[src/hdl/maze_pkg.sv]
//====================
// maze geometry and screen tiling constants
// cell and pixel coordinate types
// robot position update message
//====================

`default_nettype none

package maze_pkg;

	// maze size in cells
	localparam int CELL_COLS = 4;
	localparam int CELL_ROWS = 5;

	// screen tiling
	localparam int TILES_PER_CELL = 9;
	localparam int TILE_PIXELS    = 10;
	localparam int MAP_TILE_COLS  = 37;
	localparam int MAP_TILE_ROWS  = 46;
	localparam int MAP_PIXEL_W    = 370;
	localparam int MAP_PIXEL_H    = 460;

	// done field value sent with the last update of a run
	localparam int DONE_CODE = 7;

	typedef logic [1:0] cell_x_t;
	typedef logic [2:0] cell_y_t;
	typedef logic [9:0] pixel_coord_t;

	// 0 none, 1 7 kHz, 2 12 kHz, 3 17 kHz
	typedef logic [1:0] treasure_t;

	// 16-bit update, msb first
	typedef struct packed {
		logic [2:0] done;
		cell_y_t    y;
		cell_x_t    x;
		treasure_t  treasure;
		logic       visited;
		logic       unreachable;
		logic       wall_west;
		logic       wall_east;
		logic       wall_south;
		logic       wall_north;
	} maze_update_t;

endpackage

`default_nettype wire

[src/hdl/color_pkg.sv]
//====================
// cell state codes
// RGB332 color type and display palette
//====================

`default_nettype none

package color_pkg;

	typedef enum logic [2:0] {
		UNVISITED,
		CURRENT,
		VISITED,
		TREASURE_7K,
		TREASURE_12K,
		TREASURE_17K
	} cell_state_t;

	// rrr_ggg_bb
	typedef logic [7:0] color_t;

	localparam color_t COLOR_UNVISITED    = 8'b000_111_11;
	localparam color_t COLOR_CURRENT      = 8'b111_111_00;
	localparam color_t COLOR_VISITED      = 8'b111_000_11;
	localparam color_t COLOR_OPEN         = 8'b111_111_11;
	localparam color_t COLOR_WALL         = 8'b000_000_00;

	// treasure markers
	localparam color_t COLOR_TREASURE_7K  = 8'b111_000_00;
	localparam color_t COLOR_TREASURE_12K = 8'b000_111_00;
	localparam color_t COLOR_TREASURE_17K = 8'b000_000_11;

	// outer border once the run is over
	localparam color_t COLOR_FINISHED     = 8'b000_111_00;

endpackage

`default_nettype wire

[src/hdl/map_write_if.sv]
//====================
// map write bus, tracker to map store
//====================

`timescale 1ns/1ns
`default_nettype none

interface map_write_if;

	// one cell state write
	logic                   cell_we;
	maze_pkg::cell_x_t      cell_x;
	maze_pkg::cell_y_t      cell_y;
	color_pkg::cell_state_t cell_state;

	// four sides of the cell at cell_x, cell_y
	logic                   wall_we;
	logic                   wall_west;
	logic                   wall_east;
	logic                   wall_south;
	logic                   wall_north;

	// single cycle, ends the run
	logic                   finish;

	modport tracker (
		output cell_we, cell_x, cell_y, cell_state,
		output wall_we, wall_west, wall_east, wall_south, wall_north,
		output finish
	);

	modport store (
		input cell_we, cell_x, cell_y, cell_state,
		input wall_we, wall_west, wall_east, wall_south, wall_north,
		input finish
	);

endinterface

`default_nettype wire

[src/hdl/map_read_if.sv]
//====================
// map lookup bus, renderer to map store
//====================

`timescale 1ns/1ns
`default_nettype none

interface map_read_if;

	// cell state lookup
	maze_pkg::cell_x_t      rd_cell_x;
	maze_pkg::cell_y_t      rd_cell_y;
	color_pkg::cell_state_t rd_state;

	// vertical wall, line column 0 to 4 and cell row
	logic [2:0]             vwall_col;
	maze_pkg::cell_y_t      vwall_row;
	logic                   vwall_bit;

	// horizontal wall, line row 0 to 5 and cell column
	logic [2:0]             hwall_row;
	maze_pkg::cell_x_t      hwall_col;
	logic                   hwall_bit;

	logic                   finished;

	modport renderer (
		output rd_cell_x, rd_cell_y, vwall_col, vwall_row, hwall_row, hwall_col,
		input  rd_state, vwall_bit, hwall_bit, finished
	);

	modport store (
		input  rd_cell_x, rd_cell_y, vwall_col, vwall_row, hwall_row, hwall_col,
		output rd_state, vwall_bit, hwall_bit, finished
	);

endinterface

`default_nettype wire

[src/hdl/move_tracker.sv]
//====================
// update acceptance with valid/ready
// FSM that sequences visited, cell and wall writes
//====================

`timescale 1ns/1ns
`default_nettype none

module move_tracker (
	input  logic                  CLOCK_25,
	input  logic                  reset,
	input  logic                  update_valid,
	input  maze_pkg::maze_update_t update_data,
	output logic                  update_ready,
	map_write_if.tracker          map_wr
);

	typedef enum logic [2:0] {
		IDLE,
		MARK_PREVIOUS,
		WRITE_CELL,
		FINALIZE,
		DONE
	} state_t;

	state_t                 state_q;
	maze_pkg::maze_update_t upd_q;
	maze_pkg::cell_x_t      prev_x_q;
	maze_pkg::cell_y_t      prev_y_q;
	logic                   has_prev_q;
	logic                   is_done;
	color_pkg::cell_state_t cur_state;

	assign update_ready = (state_q == IDLE);
	assign is_done      = (upd_q.done == maze_pkg::DONE_CODE);

	// treasure code picks the marker for the current cell
	always_comb begin
		case (upd_q.treasure)
			2'd1:    cur_state = color_pkg::TREASURE_7K;
			2'd2:    cur_state = color_pkg::TREASURE_12K;
			2'd3:    cur_state = color_pkg::TREASURE_17K;
			default: cur_state = color_pkg::CURRENT;
		endcase
	end

	//====================
	// state and position registers
	//====================
	always_ff @(posedge CLOCK_25) begin
		if (reset) begin
			state_q    <= IDLE;
			has_prev_q <= 1'b0;
		end else begin
			case (state_q)
				IDLE:          if (update_valid) state_q <= MARK_PREVIOUS;
				MARK_PREVIOUS: state_q <= WRITE_CELL;
				WRITE_CELL: begin
					state_q    <= FINALIZE;
					has_prev_q <= 1'b1;
				end
				FINALIZE:      state_q <= is_done ? DONE : IDLE;
				default:       state_q <= DONE;
			endcase
		end
	end

	always_ff @(posedge CLOCK_25) begin
		if (update_valid && update_ready) upd_q <= update_data;
		if (state_q == WRITE_CELL) begin
			prev_x_q <= upd_q.x;
			prev_y_q <= upd_q.y;
		end
	end

	//====================
	// write strobes
	//====================
	always_comb begin
		map_wr.cell_we    = 1'b0;
		map_wr.cell_x     = upd_q.x;
		map_wr.cell_y     = upd_q.y;
		map_wr.cell_state = cur_state;
		map_wr.wall_we    = 1'b0;
		map_wr.wall_west  = upd_q.wall_west;
		map_wr.wall_east  = upd_q.wall_east;
		map_wr.wall_south = upd_q.wall_south;
		map_wr.wall_north = upd_q.wall_north;
		map_wr.finish     = 1'b0;
		case (state_q)
			MARK_PREVIOUS: begin
				// nothing to mark on the first update
				map_wr.cell_we    = has_prev_q;
				map_wr.cell_x     = prev_x_q;
				map_wr.cell_y     = prev_y_q;
				map_wr.cell_state = color_pkg::VISITED;
			end
			WRITE_CELL: begin
				map_wr.cell_we = 1'b1;
				map_wr.wall_we = 1'b1;
			end
			FINALIZE: map_wr.finish = is_done;
			default: ;
		endcase
	end

	// robot only reports rows inside the maze
	a_row_in_range: assert property (@(posedge CLOCK_25) disable iff (reset)
		(update_valid && update_ready) |-> (update_data.y < maze_pkg::CELL_ROWS));

endmodule

`default_nettype wire

[src/hdl/maze_map_store.sv]
//====================
// cell states, wall bits and finished flag
// reset picture, writes and combinational lookups
//====================

`timescale 1ns/1ns
`default_nettype none

module maze_map_store (
	input  logic        CLOCK_25,
	input  logic        reset,
	map_write_if.store  map_wr,
	map_read_if.store   map_rd
);

	color_pkg::cell_state_t cell_state_q [maze_pkg::CELL_ROWS][maze_pkg::CELL_COLS];
	logic vwall_q [maze_pkg::CELL_COLS+1][maze_pkg::CELL_ROWS];
	logic hwall_q [maze_pkg::CELL_ROWS+1][maze_pkg::CELL_COLS];
	logic finished_q;

	//====================
	// reset picture and writes
	//====================
	always_ff @(posedge CLOCK_25) begin
		if (reset) begin
			finished_q <= 1'b0;
			for (int r = 0; r < maze_pkg::CELL_ROWS; r++) begin
				for (int c = 0; c < maze_pkg::CELL_COLS; c++) begin
					cell_state_q[r][c] <= color_pkg::UNVISITED;
				end
			end
			// outer lines closed, inner lines open
			for (int c = 0; c <= maze_pkg::CELL_COLS; c++) begin
				for (int r = 0; r < maze_pkg::CELL_ROWS; r++) begin
					vwall_q[c][r] <= (c == 0) || (c == maze_pkg::CELL_COLS);
				end
			end
			for (int r = 0; r <= maze_pkg::CELL_ROWS; r++) begin
				for (int c = 0; c < maze_pkg::CELL_COLS; c++) begin
					hwall_q[r][c] <= (r == 0) || (r == maze_pkg::CELL_ROWS);
				end
			end
		end else begin
			if (map_wr.cell_we) cell_state_q[map_wr.cell_y][map_wr.cell_x] <= map_wr.cell_state;
			if (map_wr.wall_we) begin
				vwall_q[map_wr.cell_x][map_wr.cell_y]              <= map_wr.wall_west;
				vwall_q[{1'b0, map_wr.cell_x} + 3'd1][map_wr.cell_y] <= map_wr.wall_east;
				hwall_q[map_wr.cell_y][map_wr.cell_x]              <= map_wr.wall_north;
				hwall_q[map_wr.cell_y + 3'd1][map_wr.cell_x]       <= map_wr.wall_south;
			end
			if (map_wr.finish) finished_q <= 1'b1;
		end
	end

	//====================
	// lookups
	//====================
	// indices past the map edge read as empty
	assign map_rd.rd_state = (map_rd.rd_cell_y < maze_pkg::CELL_ROWS) ?
		cell_state_q[map_rd.rd_cell_y][map_rd.rd_cell_x] : color_pkg::UNVISITED;
	assign map_rd.vwall_bit =
		(map_rd.vwall_col <= maze_pkg::CELL_COLS && map_rd.vwall_row < maze_pkg::CELL_ROWS) ?
		vwall_q[map_rd.vwall_col][map_rd.vwall_row] : 1'b0;
	assign map_rd.hwall_bit = (map_rd.hwall_row <= maze_pkg::CELL_ROWS) ?
		hwall_q[map_rd.hwall_row][map_rd.hwall_col] : 1'b0;
	assign map_rd.finished = finished_q;

	// the tracker stops writing once the run is over
	a_frozen_after_finish: assert property (@(posedge CLOCK_25) disable iff (reset)
		finished_q |-> !(map_wr.cell_we || map_wr.wall_we));

endmodule

`default_nettype wire

[src/hdl/tile_renderer.sv]
//====================
// pixel coordinate to RGB332 color
// stage 1 tile split, stage 2 map lookup and palette
//====================

`timescale 1ns/1ns
`default_nettype none

module tile_renderer (
	input  logic                    CLOCK_25,
	input  logic                    reset,
	input  maze_pkg::pixel_coord_t  pixel_x,
	input  maze_pkg::pixel_coord_t  pixel_y,
	output color_pkg::color_t       pixel_color,
	map_read_if.renderer            map_rd
);

	// where a tile sits inside its cell
	typedef enum logic [1:0] {
		CLS_CELL,
		CLS_HWALL,
		CLS_VWALL,
		CLS_CORNER
	} tile_class_t;

	logic [5:0]        tile_col_d, tile_row_d;
	logic [5:0]        s1_tile_col, s1_tile_row;
	logic [2:0]        s1_cell_col, s1_cell_row;
	tile_class_t       s1_class;
	logic              s1_out_of_map;
	logic              s1_valid;
	logic              on_border;
	color_pkg::color_t color_d;

	assign tile_col_d = 6'(pixel_x / maze_pkg::TILE_PIXELS);
	assign tile_row_d = 6'(pixel_y / maze_pkg::TILE_PIXELS);

	//====================
	// stage 1
	//====================
	always_ff @(posedge CLOCK_25) begin
		s1_tile_col   <= tile_col_d;
		s1_tile_row   <= tile_row_d;
		s1_cell_col   <= 3'(tile_col_d / maze_pkg::TILES_PER_CELL);
		s1_cell_row   <= 3'(tile_row_d / maze_pkg::TILES_PER_CELL);
		s1_class      <= tile_class_t'({tile_col_d % maze_pkg::TILES_PER_CELL == 0,
			tile_row_d % maze_pkg::TILES_PER_CELL == 0});
		s1_out_of_map <= (pixel_x >= maze_pkg::MAP_PIXEL_W) ||
			(pixel_y >= maze_pkg::MAP_PIXEL_H);
	end

	// lookups use the line or cell index that matches the class
	assign map_rd.rd_cell_x = s1_cell_col[1:0];
	assign map_rd.rd_cell_y = s1_cell_row;
	assign map_rd.vwall_col = s1_cell_col;
	assign map_rd.vwall_row = s1_cell_row;
	assign map_rd.hwall_row = s1_cell_row;
	assign map_rd.hwall_col = s1_cell_col[1:0];

	assign on_border = (s1_tile_col == 0) || (s1_tile_col == maze_pkg::MAP_TILE_COLS - 1) ||
		(s1_tile_row == 0) || (s1_tile_row == maze_pkg::MAP_TILE_ROWS - 1);

	//====================
	// stage 2
	//====================
	always_comb begin
		if (s1_out_of_map) color_d = color_pkg::COLOR_OPEN;
		else if (map_rd.finished && on_border) color_d = color_pkg::COLOR_FINISHED;
		else begin
			case (s1_class)
				CLS_CORNER: color_d = on_border ? color_pkg::COLOR_WALL : color_pkg::COLOR_OPEN;
				CLS_VWALL:  color_d = map_rd.vwall_bit ? color_pkg::COLOR_WALL : color_pkg::COLOR_OPEN;
				CLS_HWALL:  color_d = map_rd.hwall_bit ? color_pkg::COLOR_WALL : color_pkg::COLOR_OPEN;
				default: begin
					case (map_rd.rd_state)
						color_pkg::CURRENT:      color_d = color_pkg::COLOR_CURRENT;
						color_pkg::VISITED:      color_d = color_pkg::COLOR_VISITED;
						color_pkg::TREASURE_7K:  color_d = color_pkg::COLOR_TREASURE_7K;
						color_pkg::TREASURE_12K: color_d = color_pkg::COLOR_TREASURE_12K;
						color_pkg::TREASURE_17K: color_d = color_pkg::COLOR_TREASURE_17K;
						default:                 color_d = color_pkg::COLOR_UNVISITED;
					endcase
				end
			endcase
		end
	end

	// output stays black until stage 1 holds a real coordinate
	always_ff @(posedge CLOCK_25) begin
		if (reset) begin
			s1_valid    <= 1'b0;
			pixel_color <= '0;
		end else begin
			s1_valid <= 1'b1;
			if (s1_valid) pixel_color <= color_d;
		end
	end

endmodule

`default_nettype wire

[src/hdl/maze_display.sv]
//====================
// maze display top level
// update tracker, map store and tile renderer
//====================

`timescale 1ns/1ns
`default_nettype none

module maze_display (
	input  logic        CLOCK_25,
	input  logic        reset,
	input  logic        update_valid,
	input  logic [15:0] update_data,
	output logic        update_ready,
	input  logic [9:0]  pixel_x,
	input  logic [9:0]  pixel_y,
	output logic [7:0]  pixel_color,
	output logic        maze_finished
);

	map_write_if map_wr_bus ();
	map_read_if  map_rd_bus ();

	move_tracker u_move_tracker (
		.CLOCK_25     (CLOCK_25),
		.reset        (reset),
		.update_valid (update_valid),
		.update_data  (update_data),
		.update_ready (update_ready),
		.map_wr       (map_wr_bus)
	);

	maze_map_store u_maze_map_store (
		.CLOCK_25 (CLOCK_25),
		.reset    (reset),
		.map_wr   (map_wr_bus),
		.map_rd   (map_rd_bus)
	);

	tile_renderer u_tile_renderer (
		.CLOCK_25    (CLOCK_25),
		.reset       (reset),
		.pixel_x     (pixel_x),
		.pixel_y     (pixel_y),
		.pixel_color (pixel_color),
		.map_rd      (map_rd_bus)
	);

	// attach point for the end-of-run tone
	assign maze_finished = map_rd_bus.finished;

endmodule

`default_nettype wire

[config.mk]
export PLATFORM = sky130hd
export DESIGN_NAME = maze_display
export DESIGN_NICKNAME = d
export VERILOG_FILES = /design/src/hdl/maze_pkg.sv /design/src/hdl/color_pkg.sv /design/src/hdl/map_write_if.sv /design/src/hdl/map_read_if.sv /design/src/hdl/move_tracker.sv /design/src/hdl/maze_map_store.sv /design/src/hdl/tile_renderer.sv /design/src/hdl/maze_display.sv
export SDC_FILE = /design/constraint.sdc
export NUM_CORES = 1
export LEC_CHECK = 0
export BUFFER_PORTS_ARGS = -buffer_cell sky130_fd_sc_hd__buf_2
export CELL_PAD_IN_SITES_DETAIL_PLACEMENT = 1
export CELL_PAD_IN_SITES_GLOBAL_PLACEMENT = 1
export CORE_UTILIZATION = 45
export DETAILED_ROUTE_END_ITERATION = 8
export HOLD_SLACK_MARGIN = 0.12
export PLACE_DENSITY = 0.72
export RECOVER_POWER = 50
export SLEW_MARGIN = 30
export SYNTH_ARGS = -nofsm -noshare
export SYNTH_HDL_FRONTEND = slang
export SYNTH_SLANG_ARGS = --single-unit
[constraint.sdc]
create_clock -name CLOCK_25 -period 10.11 [get_ports CLOCK_25]
set_input_delay 2.022 -clock CLOCK_25 [delete_from_list [all_inputs] [get_ports CLOCK_25]]
set_output_delay 2.022 -clock CLOCK_25 [all_outputs]
set_load 0.01 [all_outputs]
==> out/summary.txt <==
HP Class - register to register
remaining antenna violation count - 0
postcts setup bufs - 0
post-synth top area share - 0.3957
drt wl/cell - 21.65 um
Seq cells post-synth - 217
Crit path max-delay family - compound AO/OA/AOI/OAI gates
vias in the first global route - 11960
chip width - 179.1 um
initial antenna violation count - 0
Worst-Margin Slew - 3384 ps
clock group share of total power - 0.290
Max-cap violations - 2
routed vias - 11780
clock sinks - 217
Max H-tree Level - 1
Die ar. - 32080 um2
number of remaining DRC errors - 16
synth warn - 0
peak supply drop - 0.1524 mV
DRT iter0 DRCs - 869
synthesized area - 14110 um2
Post-Place Setup Slack - 488.9 ps
gpl congestion - 0.8622
antenna diode count - 0
CTS tree - yes
fin nets - 1529
Synth Area per Inst - 9.667 um2
total congestion overflow - 0
largest net degree at the start of global routing - 47
Port Buf Inserts - 46
Crit-path slowest cell - a221oi_4
largest cells by area after synthesis - edfxtp_1, mux4_2, nor2_1
final setup violation count - 0
share of the clock period used by the worst path - 0.9011
Worst-path clk slew - 60 ps
via density per instance - 6.260
CORE AREA - 30750 um2
violated checks - design-rule violations, max-capacitance violations, max-slew violations
Syn Nets - 1520
WP data arrival - 9520 ps
Hold Fails Final Rpt - 0
synth cell count leaders - nor2_1, edfxtp_1, nand2_1, o21ai_0, a21oi_1
post-synth top area cell - edfxtp_1
fmax - 109.8 MHz
Comb pwr share - 0.329
Final WS setup - 1000 ps
power density cells - 178.0 nW/um2
prevailing post-synth register cell - edfxtp_1
Leak - 5.276 nW
worst-path fanout max - 11
Rows - 64
Mapped Cells - 1460
fin cells - 1881
Syn-to-layout area delta - 8.564%
critical path endpoint category - register
Hold-fix buffers, CTS - 0
I/O pins - 49
Clock Latency Late Sink - 520 ps
Slew Limit Fails - 87
Yosys cell types - 102
share of flip-flops with an asynchronous set or reset - 0
CP max stage delay - 520 ps
worst relative slew slack - -1.256
Critical Path Start Type - input pin
total negative slack - 0 ps
clk buf depth - 3
Initial Util - 0.4590
Min Clock Period, post-route - 9110 ps
cts bufs inserted - 23
GRT Total Usage - 0.2587
share of cells above drive strength 1 - 0.1333
Tot Pwr - 0.002728 W
wirelength, routed - 40720 um
first-pass GRT wire length - 65050 um
RSZ-0062 raised after global routing - false
WP data required - 10520 ps
Internal Pwr Total - 0.001795 W
CTS resizes - 0
TritonRoute pass-1 iters - 7
Critical Setup Path Class - input pin to register
number of flops mapped to enable cells by yosys - 186
post-synthesis sequential area ratio - 0.4397
placed insts - 1840
Net Sw Frac - 0.3419
status - finished, violations left
count leader, synth - nor2_1
Buffers & Inverters on Critical Path - 5
post-DP HPWL - 29500 um
clk_skew - 8.898 ps
Net Sw Power - 0.0009327 W
Reg power frac - 0.381
chip height - 179.1 um
CTS root buffer - clkbuf_16
==> path summary, 6_finish.rpt <==
path	from	endpoint	slack (ps)	cells past startpoint
worst min register to register	u_move_tracker.upd_q[11]	u_move_tracker.prev_y_q[1]	450	0
worst max register to register	u_tile_renderer.map_rd.hwall_row[0]	u_tile_renderer.pixel_color[4]	4880	12
worst max-delay path	pixel_x[8]	u_tile_renderer.s1_class[1]	1000	28
worst min-delay path	u_move_tracker.upd_q[11]	u_move_tracker.prev_y_q[1]	450	0
==> layer usage <==
layer  global-route usage  wire [um]  vias to the layer above
li1                     -          -                     5527
met3              0.02502       1653                       53
met1               0.3419      18040                     5908
met5                    0          0                        -
met2               0.4574      20310                      288
met4              0.05637        705                        0
==> power groups by stage <==
stage	clock (W)	combinational (W)	sequential (W)
6_report	0.000791	0.000899	0.00104
5_1_grt	0.000837	0.000983	0.00104
4_1_cts	0.000805	0.000894	0.00104
3_5_place_dp	0	0.000889	0.00106
3_3_place_gp	0	0.000872	0.00106
2_1_floorplan	0	0.000657	0.00105
==> final cells by class <==
type	count	area [um2]
fillers	3459	15430
multi-input cells	1110	7348
flip-flops and latches	217	6206
clock buffers	29	628.1
well taps	396	495.5
repair buffers	74	407.9
inverters	43	168.9
clock inverters	12	67.56
==> worst reg2reg max path: cells and delay by family (launching register included) <==
family | cells | cell delay [ps]
AO/OA/AOI/OAI | 6 | 1240
buffers and inverters | 2 | 2460
AND/OR/NAND/NOR | 3 | 330
flip-flops | 1 | 310
multiplexers | 1 | 780
==> metrics by stage <==
| step | cell area (um2) | util | hold slack [ps] |
|---|---|---|---|
| 6_report | 15320 | 0.4983 | 453.9 |
| 5_1_grt | 15320 | 0.4983 | 481.3 |
| 4_1_cts | 15360 | 0.4994 | 458.7 |
| 3_5_place_dp | 14660 | 0.4768 | 446.1 |
| 3_3_place_gp | 14660 | 0.4766 | 441.2 |
| 2_1_floorplan | 14110 | - | 425.7 |
==> sequential cells by signal, indices dropped and copies added, names as in the netlist, 2 cells and up <==
name and cells:
u_tile_renderer.s1_tile_row 6, u_tile_renderer.s1_class 2, u_move_tracker.upd_q 10, u_tile_renderer.map_rd.hwall_row 3, u_maze_map_store.hwall_q 32, u_move_tracker.prev_y_q 3, u_maze_map_store.vwall_q 40, u_move_tracker.state_q 3
u_move_tracker.prev_x_q 2, u_tile_renderer.map_rd.vwall_col 3, u_maze_map_store.cell_state_q 96, u_tile_renderer.pixel_color 3, u_tile_renderer.s1_tile_col 6
==> placed cells by master (no fill, tap or decap), types with 18 or more instances in the layout <==
| cell type | synthesis | final |
|---|---|---|
| a211oi_1 | 18 | 18 |
| a21oi_1 | 71 | 71 |
| buf_2 | 16 | 32 |
| buf_4 | 8 | 24 |
| clkbuf_1 | 61 | 21 |
| clkbuf_16 | 0 | 23 |
| dfxtp_1 | 31 | 31 |
| edfxtp_1 | 186 | 186 |
| ha_1 | 21 | 21 |
| inv_1 | 36 | 35 |
| mux2_2 | 26 | 25 |
| mux4_2 | 45 | 45 |
| nand2_1 | 183 | 183 |
| nand2b_1 | 18 | 18 |
| nand3_1 | 40 | 40 |
| nor2_1 | 209 | 207 |
| nor3_1 | 44 | 44 |
| o21ai_0 | 88 | 88 |
==> logic make-up (layout without fill, tap and decap cells) <==
logic type | after synthesis | after routing | share of synthesized area
XOR/XNOR | 18 | 18 | 0.01170
adder cells (fa/ha/maj) | 24 | 24 | 0.02074
buffers and inverters | 133 | 158 | 0.03998
AO/OA/AOI/OAI | 370 | 370 | 0.1841
flip-flops | 217 | 217 | 0.4397
AND/OR/NAND/NOR | 610 | 610 | 0.1991
multiplexers | 88 | 88 | 0.1046
Power figures use the tool's default switching activity.
